### config.mk
export PLATFORM = sky130hd
export DESIGN_NAME = ahb_to_ssram
export DESIGN_NICKNAME = d
export VERILOG_FILES = /design/src/ahb_sram_pkg.sv /design/src/ahb_to_ssram.sv
export SDC_FILE = /design/constraint.sdc
export NUM_CORES = 1
export LEC_CHECK = 0
export CAP_MARGIN = 30
export CORE_MARGIN = 3
export CORE_UTILIZATION = 35
export DETAILED_ROUTE_END_ITERATION = 6
export DONT_BUFFER_PORTS = 1
export SYNTH_ARGS = -nofsm -noshare
export SYNTH_HDL_FRONTEND = slang
export SYNTH_SLANG_ARGS = --single-unit
### constraint.sdc
create_clock -name HCLK -period 3.7 [get_ports HCLK]
set_clock_uncertainty 0.1 [all_clocks]
set_input_delay 0.185 -clock HCLK [delete_from_list [all_inputs] [get_ports HCLK]]
set_output_delay 0.185 -clock HCLK [all_outputs]
set_load 0.01 [all_outputs]
### src/ahb_sram_pkg.sv
// AHB SRAM shared definitions
package ahb_sram_pkg;

   // Byte address width of the slave window
   localparam int ADDR_W = 12;

   // Word address width, bits 1:0 select the byte lane
   localparam int WORD_AW = ADDR_W - 2;

   // Number of words in the bank
   localparam int MEM_WORDS = 2 ** WORD_AW;

   // Bus and SRAM data width
   localparam int DATA_W = 32;

   // Byte lanes per word
   localparam int NUM_LANES = 4;

   // Bits per lane
   localparam int LANE_W = DATA_W / NUM_LANES;

   // AHB transfer type
   typedef enum logic [1:0] {
      // No transfer requested
      HTRANS_IDLE   = 2'b00,
      // Master inserts a gap inside a burst
      HTRANS_BUSY   = 2'b01,
      // First beat or single transfer
      HTRANS_NONSEQ = 2'b10,
      // Following beat of a burst
      HTRANS_SEQ    = 2'b11
   } htrans_e;

   // AHB transfer size
   typedef enum logic [2:0] {
      // 8 bits, one lane
      HSIZE_BYTE = 3'b000,
      // 16 bits, lane pair picked by address bit 1
      HSIZE_HALF = 3'b001,
      // 32 bits, all lanes
      HSIZE_WORD = 3'b010
   } hsize_e;

endpackage

### src/ahb_to_ssram.sv
// AHB-Lite to synchronous SRAM bridge
`timescale 1ns/1ps

module ahb_to_ssram (
   input  logic                                HCLK,
   input  logic                                HRESETn,
   input  logic                                HSEL,
   input  logic [ahb_sram_pkg::ADDR_W-1:0]     HADDR,
   input  ahb_sram_pkg::htrans_e               HTRANS,
   input  ahb_sram_pkg::hsize_e                HSIZE,
   input  logic                                HWRITE,
   input  logic [ahb_sram_pkg::DATA_W-1:0]     HWDATA,
   input  logic                                HREADY,
   input  logic [ahb_sram_pkg::DATA_W-1:0]     sram_dout,
   output logic                                HREADYOUT,
   output logic [ahb_sram_pkg::DATA_W-1:0]     HRDATA,
   output logic                                HRESP,
   output logic [ahb_sram_pkg::WORD_AW-1:0]    sram_addr,
   output logic                                sram_en,
   output logic                                sram_we,
   output logic [ahb_sram_pkg::NUM_LANES-1:0]  sram_wb,
   output logic [ahb_sram_pkg::DATA_W-1:0]     sram_din
);

   import ahb_sram_pkg::*;

   // Live address phase decode
   logic                 active_trans;
   logic                 trans_valid;
   logic                 read_valid;
   logic                 write_valid;
   logic [NUM_LANES-1:0] byte_sel;

   // Registered address phase
   logic                 wr_pend_r;
   logic [WORD_AW-1:0]   addr_r;
   logic [NUM_LANES-1:0] lanes_r;

   // Stall cycle, SRAM replays the held read
   logic                 stall;

   // Transfer type
   always_comb begin
      unique case (HTRANS)
         HTRANS_NONSEQ: active_trans = 1'b1;
         HTRANS_SEQ:    active_trans = 1'b1;
         // BUSY behaves like IDLE here
         HTRANS_BUSY:   active_trans = 1'b0;
         HTRANS_IDLE:   active_trans = 1'b0;
         default:       active_trans = 1'b0;
      endcase
   end

   // Accepted only with the slave selected and the bus ready
   assign trans_valid = active_trans & HSEL & HREADY;
   assign read_valid  = trans_valid & ~HWRITE;
   assign write_valid = trans_valid & HWRITE;

   // Byte lanes from size and low address bits
   always_comb begin
      case (HSIZE)
         HSIZE_BYTE: begin
            case (HADDR[1:0])
               2'd0:    byte_sel = 4'b0001;
               2'd1:    byte_sel = 4'b0010;
               2'd2:    byte_sel = 4'b0100;
               default: byte_sel = 4'b1000;
            endcase
         end
         // Low or high pair
         HSIZE_HALF: byte_sel = HADDR[1] ? 4'b1100 : 4'b0011;
         HSIZE_WORD: byte_sel = 4'b1111;
         // Wider sizes not supported, take the full word
         default:    byte_sel = 4'b1111;
      endcase
   end

   // Pending write flag, set for the data phase of an accepted write
   always_ff @(posedge HCLK or negedge HRESETn) begin
      if (!HRESETn) begin
         wr_pend_r <= 1'b0;
      end else if (HREADY) begin
         wr_pend_r <= write_valid;
      end
   end

   // Address and lanes held through the data phase
   always_ff @(posedge HCLK) begin
      if (HREADY) begin
         addr_r  <= HADDR[ADDR_W-1:2];
         lanes_r <= byte_sel;
      end
   end

   // One wait state when a read lands on a write data phase
   always_ff @(posedge HCLK or negedge HRESETn) begin
      if (!HRESETn) begin
         HREADYOUT <= 1'b1;
      end else begin
         HREADYOUT <= ~(wr_pend_r & read_valid);
      end
   end

   assign stall = ~HREADYOUT;

   // Registered address for the write commit and the replayed read
   assign sram_addr = (wr_pend_r | stall) ? addr_r : HADDR[ADDR_W-1:2];

   // Live read, write commit or read replay
   assign sram_en = read_valid | wr_pend_r | stall;
   assign sram_we = wr_pend_r;

   // Lane strobes only while committing a write
   assign sram_wb = lanes_r & {NUM_LANES{wr_pend_r}};

   // Write data arrives in the data phase, same cycle as the commit
   assign sram_din = HWDATA;

   // Read data straight from the bank register
   assign HRDATA = sram_dout;

   // Always OKAY
   assign HRESP = 1'b0;

endmodule

Word-level counts from Yosys, hierarchy flattened
Index checks and enable logic that the tools add are counted.
- flip-flop bits (word level): 16
- RAM bits: 0
- bits in latches: 0
- memories: 0
- word-level logic and storage cells: 32
- ROM bits: 0
- eq/ne operators: 6
- shifts and indexed selects: 0
- reduce and logical (&&, ||, !) cells: 5
- bitwise gates (word level): 12
- order comparisons: 0
- add/sub/neg operators: 0
- div/mod/pow operators: 0
- $mul: 0
- multiplexer cells: 5
- operators by type and width (cell ; count):
    $pmux 4 s3 ; 1
    $mux 10 ; 1
    $pmux 4 s2 ; 1
    $eq 2x2->1 const B ; 3
    $and 1x1->1 ; 5
    $and 4x4->4 ; 1
    $eq 2x1->1 const B ; 2
    $logic_not 2->1 ; 2
    $mux 4 ; 1
    $reduce_or 2->1 ; 2
    $eq 3x1->1 const B ; 1
    $logic_not 3->1 ; 1
    $not 1->1 ; 3
    $or 1x1->1 ; 3
    $pmux 1 s2 ; 1

Longest topological paths before layout
Gate-level depths: netlist of the first run.
- depth after elaboration: 8
- gate-level depth with buffers: 3
- mapped depth without buffers: 2

Worst setup path after synthesis of the first run
OpenSTA, ideal clock, no wires.
- path type: register to output
- start: register HREADYOUT
- end: output sram_addr[0] (netlist name)
- stages on the path, launching flop included: 4
- setup slack: 2225 ps
- data arrival time: 1190 ps
- buffers on the path: 1
- data required time: 3415 ps
- cell sequence: dfstp_2 nor2b_2 buf_6 mux2_4
- word-level cells in the longest chain between the ends: 3
- RTL lines (element ; RTL line ; source):
    from (decl) ; ahb_to_ssram.sv:15 ; output logic HREADYOUT,
    from (signal assigned) ; ahb_to_ssram.sv:100 ; HREADYOUT <= ~(wr_pend_r & read_valid);
    $not 1->1 ; ahb_to_ssram.sv:104 ; assign stall = ~HREADYOUT;
    $or 1x1->1 ; ahb_to_ssram.sv:107 ; assign sram_addr = (wr_pend_r | stall) ? addr_r : HADDR[ADDR_W-1:2];
    $mux 10 ; ahb_to_ssram.sv:107 ;
    to (decl) ; ahb_to_ssram.sv:18 ; output logic [ahb_sram_pkg::WORD_AW-1:0] sram_addr,
Every way passes these cells.

Worst setup path in the final report of the first run
- start: register HREADYOUT
- end: output sram_addr[9] (netlist name)
The elaborated chain is that of the path after synthesis.

==> flow_summary.yaml, run 1 <==
route:
  drt_wl_total_mm: 3.05
  firstDrtPassIters: 4
  ant_nets: 0
  wire_per_inst_um: 28.5
  num_vias: 511
  drc: 0
  drt_iter0_drc: 15
  avgViaCountPerCell: 4.78
critical_path:
  cp_data_required_time_ns: 3.41
  worstPathCellList: "nor2b_2, mux2_2"
  arrival_ns: 1.88
  path_class: "flop to output port"
  cp-start-kind: "flop"
  critPathMaxFanout: 11
  rr_startpoint: "sram_we$_DFFE_PN0P_"
  r2r-end: "sram_we$_DFFE_PN0P_"
  end_kind: "output port"
  critPathTopFamily: "simple AND/OR/NAND/NOR gates"
  slowest_delay_ns: 0.59
  regToRegSetupSlack_ns: 2.22
  path_buf_inv: 0
  reg2regPathDepth: 3
  crit_path_top_delay_cell: "nor2b_2"
logic_synthesis:
  synth_cell_types: 18
  yosys-mux-area-fraction_pct: 11.9
  synthAdderAreaFrac_pct: 0
  synth_top_family_by_area: "buffers and inverters"
  syn_nets: 198
  synth_area_um2: 1230
  synth_edf_count: 14
  synth_area_leaders: "buf_4, edfxtp_1, mux2_4"
  ys_dominant_reg_cell: "edfxtp_1"
  ys_warn_count: 0
  yosys.area_share.xor_xnor_pct: 0
  avgSynthCellArea_um2: 11.0
  yosysTopAreaCellShare_pct: 39.6
  synthArstFlopShare_pct: 12.5
  ys_seq_elements: 16
  yosysTopAreaCell: "buf_4"
  syn_inst: 112
  synthSimpleGateAreaFrac_pct: 6.30
  synth-seq-area-share_pct: 38.3
  synth-compound-area-share_pct: 2.03
finish:
  fin_nets: 150
  area_growth_pct: -23.4
  layout_commonest_cell: "edfxtp_1"
  final_cell_mix: "edfxtp_1, dlygate4sd3_1, mux2_4"
  fin_area_um2: 943
  diodes: 0
  drive_gt1_share_pct: 31.7
status:
  status: "finished clean"
sta:
  timing.fmax_mhz: 462
  fin_setup_tns_ns: 0
  fin_crit_ns: 2.16
  report.final.slew_viol_count: 0
  finalSetupViolations: 0
  setup_slack_ns: 1.54
  min_period_over_period_pct: 58.5
  tightest_slew_ns: 0.689
  rsz0062_at_grt: "false"
  hold_violations: 0
  fin_hold_ws_ns: 0.0135
  slew_headroom_pct: 53.9
global_routing:
  antenna_found_initial: 0
  grt_use_total_pct: 13.8
  grt_pass1_vias: 578
  grt_overflow: 0
  grt_pass1_wl_mm: 4.13
  grt_max_degree: 17
floorplanning:
  die_w_um: 65.3
  fp.dieH_um: 65.3
  top_level_ports: 168
  start_util_pct: 38.4
  core_area_um2: 3200
  dieArea_um2: 4270
  row_count: 20
power:
  report.power.total_uw: 357
  ir_drop_v: 0.0000870
  p_leak_nw: 0.370
  power_density_nw_per_um2: 379
clock_network:
  cts.sinks: 16
  cts-htree-levels: 1
  cts_setup_buffers: 0
  cts_made_buffers: 3
  cts.hold.buffers_added: 13
  cts_tree: "yes"
  clkTransAtPathRegs_ns: 0.09
  clk_latency_ns: 0.28
  cts_resized: 0
  root_buffer: "clkbuf_4"
  cts_buffer_depth: 2
placement:
  place_congestion: 0.693
  place_ws_ns: 1.82
  portBuffers: 0
  placed_area_um2: 787
job:
  maxCapViolCount: 0
worst_hold_path:
  hp-class: "input pin to flop"
  hold_path.startpoint: "HREADY"
  whs_endpoint: "HREADYOUT$_DFF_PN1_"
  whs_path_depth: 2
-- metrics by stage --
stage,util [%],cells
6_report,29.5,107
5_1_grt,29.5,107
4_1_cts,29.5,107
3_5_place_dp,24.6,90
3_3_place_gp,24.6,90
2_1_floorplan,-,112
-- metal layers --
layer,vias up,track usage (%),share of wire (%)
met4,0,3.11,0.33
met3,2,21.7,34
met1,208,9.21,22
met5,-,0,0
met2,97,20.0,44
li1,204,-,-
-- sequential cells by signal, indices dropped and copies added (netlist names) --
register and cells:
HREADYOUT 1, addr_r 10, lanes_r 4, sram_we 1
-- Yosys cell counts (2+ instances only) --
library cell / n
mux2_4: 9
inv_1: 2
nor2_1: 2
buf_4: 65
o21ai_0: 5
and2_2: 4
edfxtp_1: 14
-- where the power goes --
| group | switching, mW | internal, mW | total, mW |
|---|---|---|---|
| sequential | 0.00459 | 0.211 | 0.215 |
| combinational | 0.0226 | 0.0272 | 0.0498 |
| clock | 0.0530 | 0.0391 | 0.0921 |
-- worst max-delay path by stage --
| stage | endpoint | cells after the start | startpoint | slack (ns) |
|---|---|---|---|---|
| floorplan | sram_addr[0] | 3 | HREADYOUT$_DFF_PN1_ | 2.23 |
| global placement | sram_addr[9] | 2 | HREADYOUT$_DFF_PN1_ | 1.84 |
| detailed placement | sram_addr[9] | 2 | HREADYOUT$_DFF_PN1_ | 1.82 |
| CTS | sram_addr[9] | 2 | HREADYOUT$_DFF_PN1_ | 1.50 |
| global route | sram_addr[9] | 2 | HREADYOUT$_DFF_PN1_ | 1.42 |
| finish | sram_addr[9] | 2 | HREADYOUT$_DFF_PN1_ | 1.54 |
-- cell type report --
class | instances | area [um2]
clock buffer | 3 | 22.5
clock inverter | 1 | 3.75
fill | 344 | 2260
inverter | 2 | 7.51
multi-input combinational | 28 | 253
sequential | 16 | 472
tap | 44 | 55.1
timing repair buffer | 13 | 130
-- cells by family after synthesis --
group / count (synthesis)
AO/OA/AOI/OAI: 5
buffers and inverters: 68
flip-flops: 16
multiplexers: 10
other: 1
AND/OR/NAND/NOR: 12
Power figures use the tool's default switching activity.
==> run 2: changes to the inputs <==
Clock period 3.7 ns to 2.23 ns, I/O delays scaled along.
==> run 2 against run 1 <==
Against the previous run: first-iteration DRC count fell by 27%; critical path depth rose by 2; sequential share of layout area fell by 4.2 points; sequential cell count did not move; design area rose by 9.3%; clock-buffer cell count did not move; via count rose by 3.9%; register-to-register slack got worse by 1.5 ns; core utilization rose by 2.7 points; worst hold slack got worse by 0.0017 ns; critical path type is now input pin to flop.
==> flow_summary.yaml, run 2 (synthesized netlist as in run 1, its figures left out) <==
critical_path:
  reg2regPathDepth: 3
  critPathTopFamily: "buffers and inverters"
  regToRegSetupSlack_ns: 0.74
  worstPathCellList: "dlygate4sd3_1, nand4b_1, dlygate4sd3_1, or2_2"
  end_kind: "flop"
  critPathMaxFanout: 17
  arrival_ns: 2.19
  cp-start-kind: "input pin"
  cp_data_required_time_ns: 2.34
  crit_path_start: "HREADY"
  r2r-end: "sram_we$_DFFE_PN0P_"
  path_class: "input pin to flop"
  rr_startpoint: "sram_we$_DFFE_PN0P_"
  slowest_delay_ns: 0.98
  cpMostUsedCell: "dlygate4sd3_1"
  crit_path_top_delay_cell: "dlygate4sd3_1"
  path_buf_inv: 2
global_routing:
  antenna_found_initial: 0
  grt_max_degree: 18
  grt_pass1_wl_mm: 4.17
  grt_overflow: 0
  grt_pass1_vias: 585
  grt_use_total_pct: 13.9
placement:
  placed_area_um2: 795
  portBuffers: 0
  dpl.cell_count: 91
  place_ws_ns: 0.742
  place_congestion: 0.693
clock_network:
  cts_setup_buffers: 0
  clk_latency_ns: 0.28
  cts-htree-levels: 1
  cts_resized: 0
  cts_buffer_depth: 2
  cts_made_buffers: 3
  cts.sinks: 16
  clkTransAtPathRegs_ns: 0.09
  cts_tree: "yes"
  root_buffer: "clkbuf_4"
power:
  power_density_nw_per_um2: 584
  comb_power_share_pct: 15.6
  p_leak_nw: 0.405
  p_sw_uw: 133
  swShare_pct: 22.1
  ir_drop_v: 0.000148
  power_frac_seq_pct: 59.4
  cell_internal_pwr_uw: 469
  report.power.total_uw: 602
  p_clk_share_pct: 25.1
route:
  firstDrtPassIters: 4
  drt_wl_total_mm: 3.09
  num_vias: 531
  ant_nets: 0
  avgViaCountPerCell: 4.58
  drc: 0
  drt_iter0_drc: 11
  wire_per_inst_um: 26.6
floorplanning:
  row_count: 20
  fp.dieH_um: 65.3
  top_level_ports: 168
  dieArea_um2: 4270
  core_area_um2: 3200
  die_w_um: 65.3
  start_util_pct: 38.4
sta:
  hold_violations: 0
  rsz0062_at_grt: "false"
  report.final.slew_viol_count: 0
  finalSetupViolations: 0
  timing.fmax_mhz: 481
  fin_setup_tns_ns: 0
  fin_crit_ns: 2.08
  setup_slack_ns: 0.150
  tightest_slew_ns: 0.690
  slew_headroom_pct: 53.8
  min_period_over_period_pct: 93.3
worst_hold_path:
  whs_endpoint: "lanes_r[3]$_DFFE_PP_"
  whs_path_depth: 2
  hp-class: "input pin to flop"
  hold_path.startpoint: "HSIZE[0]"
job:
  maxCapViolCount: 0
finish:
  fin_cells: 116
  fin_area_um2: 1030
  layout_commonest_cell: "dlygate4sd3_1"
  regMostFlops: "addr_r"
  diodes: 0
  drive_gt1_share_pct: 29.2
  largest_register_ffs: 10
  area_growth_pct: -16.3
  fin_nets: 159
  final_cell_mix: "dlygate4sd3_1, edfxtp_1, mux2_4"
  biggestRegsByFlops: "addr_r: 10 flops, lanes_r: 4 flops"
status:
  status: "finished clean"
-- run 2: per-stage QoR --
stage	hold WS, ns	util [%]
finish	0.0118	32.2
global route	0.0154	32.2
CTS	0.00287	32.2
detailed placement	-0.284	24.8
global placement	-0.284	24.8
floorplan	-0.284	-
-- run 2: power by group through the flow --
| stage | combinational (mW) | clock, mW | sequential (mW) |
|---|---|---|---|
| 2_1_floorplan | 0.175 | 0 | 0.362 |
| 3_3_place_gp | 0.0593 | 0 | 0.364 |
| 3_5_place_dp | 0.0602 | 0 | 0.365 |
| 4_1_cts | 0.0948 | 0.158 | 0.358 |
| 5_1_grt | 0.102 | 0.176 | 0.360 |
| 6_report | 0.0937 | 0.151 | 0.358 |
-- run 2: worst max path at each step --
stage / end / slack, ns / cells past startpoint
after CTS: HREADYOUT$_DFF_PN1_ / 0.15 / 4
after global routing: HREADYOUT$_DFF_PN1_ / 0.003 / 4
after global placement: sram_addr[2] / 0.76 / 3
final: HREADYOUT$_DFF_PN1_ / 0.15 / 4
after floorplan: sram_addr[0] / 0.83 / 3
after detailed placement: sram_addr[4] / 0.74 / 3
-- run 2: what timing repair did --
| item | CTS | global route |
|---|---|---|
| hold endpoints to repair | 32 | 0 |
| endpoints found under the setup margin | 0 | 0 |
| hold buffers | 21 | 0 |
-- run 2: area by class of cell --
class | instances | area, um2
Inverter | 2 | 7.51
Multi-Input combinational cell | 28 | 253
Sequential cell | 16 | 472
Tap cell | 44 | 55.1
Timing Repair Buffer | 22 | 218
Fill cell | 337 | 2170
Clock buffer | 3 | 22.5
Clock inverter | 1 | 3.75
-- run 2: metal layers --
metal / wire length (um) / global-route usage (%)
met5: 0 / 0
met4: 0 / 3.11
met3: 1010 / 20.9
met2: 1420 / 20.6
met1: 657 / 9.39
==> run 3: changes to the inputs <==
==> constraint.sdc (replaced) <==
create_clock -name HCLK -period 2.23 [get_ports HCLK]
set_clock_uncertainty 0.1 [all_clocks]
set_input_delay 0.5575 -clock HCLK [delete_from_list [all_inputs] [get_ports HCLK]]
set_output_delay 0.5575 -clock HCLK [all_outputs]
set_load 0.01 [all_outputs]
==> run 3 against run 2 <==
Against the previous run: sequential share of layout area increased by 9.7 points; sequential power about the same; die area unchanged; setup slack got worse by 0.094 ns; critical path depth decreased by 1; clock-buffer cell count increased by 1; design area decreased by 17%; sequential cell count unchanged; combinational power decreased by 30%; critical path type is now flop to output port.
==> flow_summary.yaml, run 3 (synthesized netlist as in run 1, its figures left out) <==
sta:
  rsz0062_at_grt: "true"
  min_period_over_period_pct: 97.5
  setup_slack_ns: 0.0556
  timing.fmax_mhz: 460
  hold_violations: 0
  report.final.slew_viol_count: 0
  fin_setup_tns_ns: 0
  fin_crit_ns: 2.17
  finalSetupViolations: 0
clock_network:
  clkTransAtPathRegs_ns: 0.09
  root_buffer: "clkbuf_4"
  clk_latency_ns: 0.28
  cts-htree-levels: 1
  cts.sinks: 16
  cts_made_buffers: 3
  cts_buffer_depth: 2
  cts_tree: "yes"
  cts_setup_buffers: 0
power:
  p_leak_nw: 0.338
  report.power.total_uw: 580
  power_density_nw_per_um2: 682
  ir_drop_v: 0.000139
critical_path:
  path_class: "flop to output port"
  crit_path_top_delay_cell: "dfstp_2"
  cp_data_required_time_ns: 1.57
  critical_path_depth: 3
  worstPathCellList: "nor2b_4, buf_6, mux2_4"
  critPathMaxFanout: 5
  end_kind: "output port"
  reg2regPathDepth: 2
  path_buf_inv: 1
  cp-start-kind: "flop"
  slowest_delay_ns: 0.57
  critPathTopFamily: "flip-flops"
  arrival_ns: 1.52
finish:
  fin_area_um2: 851
  regMostFlops: "addr_r"
  diodes: 0
  drive_gt1_share_pct: 41.5
  largest_register_ffs: 10
  final_util_pct: 26.6
  fin_nets: 140
  area_growth_pct: -30.9
  biggestRegsByFlops: "addr_r: 10 flops, lanes_r: 4 flops"
  fillers: 349
  layout_commonest_cell: "edfxtp_1"
  final_cell_mix: "edfxtp_1, mux2_4, o21ai_0"
route:
  drt_wl_total_mm: 2.96
  drc: 0
  wire_per_inst_um: 30.5
  firstDrtPassIters: 4
  ant_nets: 0
  num_vias: 463
  avgViaCountPerCell: 4.77
  drt_iter0_drc: 16
worst_hold_path:
  whs_path_depth: 1
  hp-class: "input pin to flop"
global_routing:
  grt_max_degree: 18
  grt_use_total_pct: 12.6
  grt_overflow: 0
  grt_pass1_wl_mm: 3.73
  antenna_found_initial: 0
  grt_pass1_vias: 471
floorplanning:
  start_util_pct: 38.4
  row_count: 20
  top_level_ports: 168
  core_area_um2: 3200
  die_w_um: 65.3
  fp.dieH_um: 65.3
  dieArea_um2: 4270
placement:
  place_ws_ns: 0.293
  placed_area_um2: 795
  place_congestion: 0.693
  portBuffers: 0
  place_hpwl_mm: 2.56
job:
  maxCapViolCount: 0
status:
  status: "finished clean"
run 3: power breakdown:
group          internal, mW  switching [mW]
clock                0.0694          0.0868
sequential            0.350         0.00827
combinational        0.0355          0.0304
total                 0.455           0.125
run 3: path summary, 6_finish.rpt:
kind,start,to,slack (ns)
setup / recovery,HREADYOUT$_DFF_PN1_,sram_addr[8],0.06
hold / removal,HREADY,sram_we$_DFFE_PN0P_,0.26
setup reg to reg,sram_we$_DFFE_PN0P_,HREADYOUT$_DFF_PN1_,1.13
hold reg to reg,sram_we$_DFFE_PN0P_,sram_we$_DFFE_PN0P_,0.64
max in group asynchronous,HRESETn,HREADYOUT$_DFF_PN1_,1.42
min in group asynchronous,HRESETn,sram_we$_DFFE_PN0P_,0.40
run 3: final cells by class:
class,count,area [um2],share of cell area [%]
flip-flops and latches,16,472,55.4
inverters,2,7.51,0.882
multi-input cells,28,258,30.3
clock buffers,4,26.3,3.09
repair buffers,3,32.5,3.82
well taps,44,55.1,6.47
run 3: per-stage QoR:
step,hold slack [ns],cells
final,0.263,97
after global routing,0.241,97
after CTS,0.253,96
after detailed placement,0.162,91
after global placement,0.162,91
after floorplan,0.162,112
run 3: timing repair:
action | 4_1_cts | 5_1_grt
hold buffers | 1 | 0
endpoints found under the hold margin | 2 | 0
endpoints found under the setup margin | 9 | 9
resized for setup | 1 | 4
gates cloned | 0 | 1
run 3: routing by layer:
| layer | vias up | global-route usage [%] | routed length (um) |
|---|---|---|---|
| met1 | 185 | 7.59 | 603 |
| met3 | 0 | 22.2 | 1060 |
| met5 | - | 0 | 0 |
| li1 | 181 | - | - |
| met2 | 97 | 17.4 | 1300 |
| met4 | 0 | 2.33 | 0 |
run 3: worst reg2reg max path, cell delays in order (launching register included):
cell     delay [ns]
dfrtp_1        0.55
inv_1          0.09
or2_2          0.30
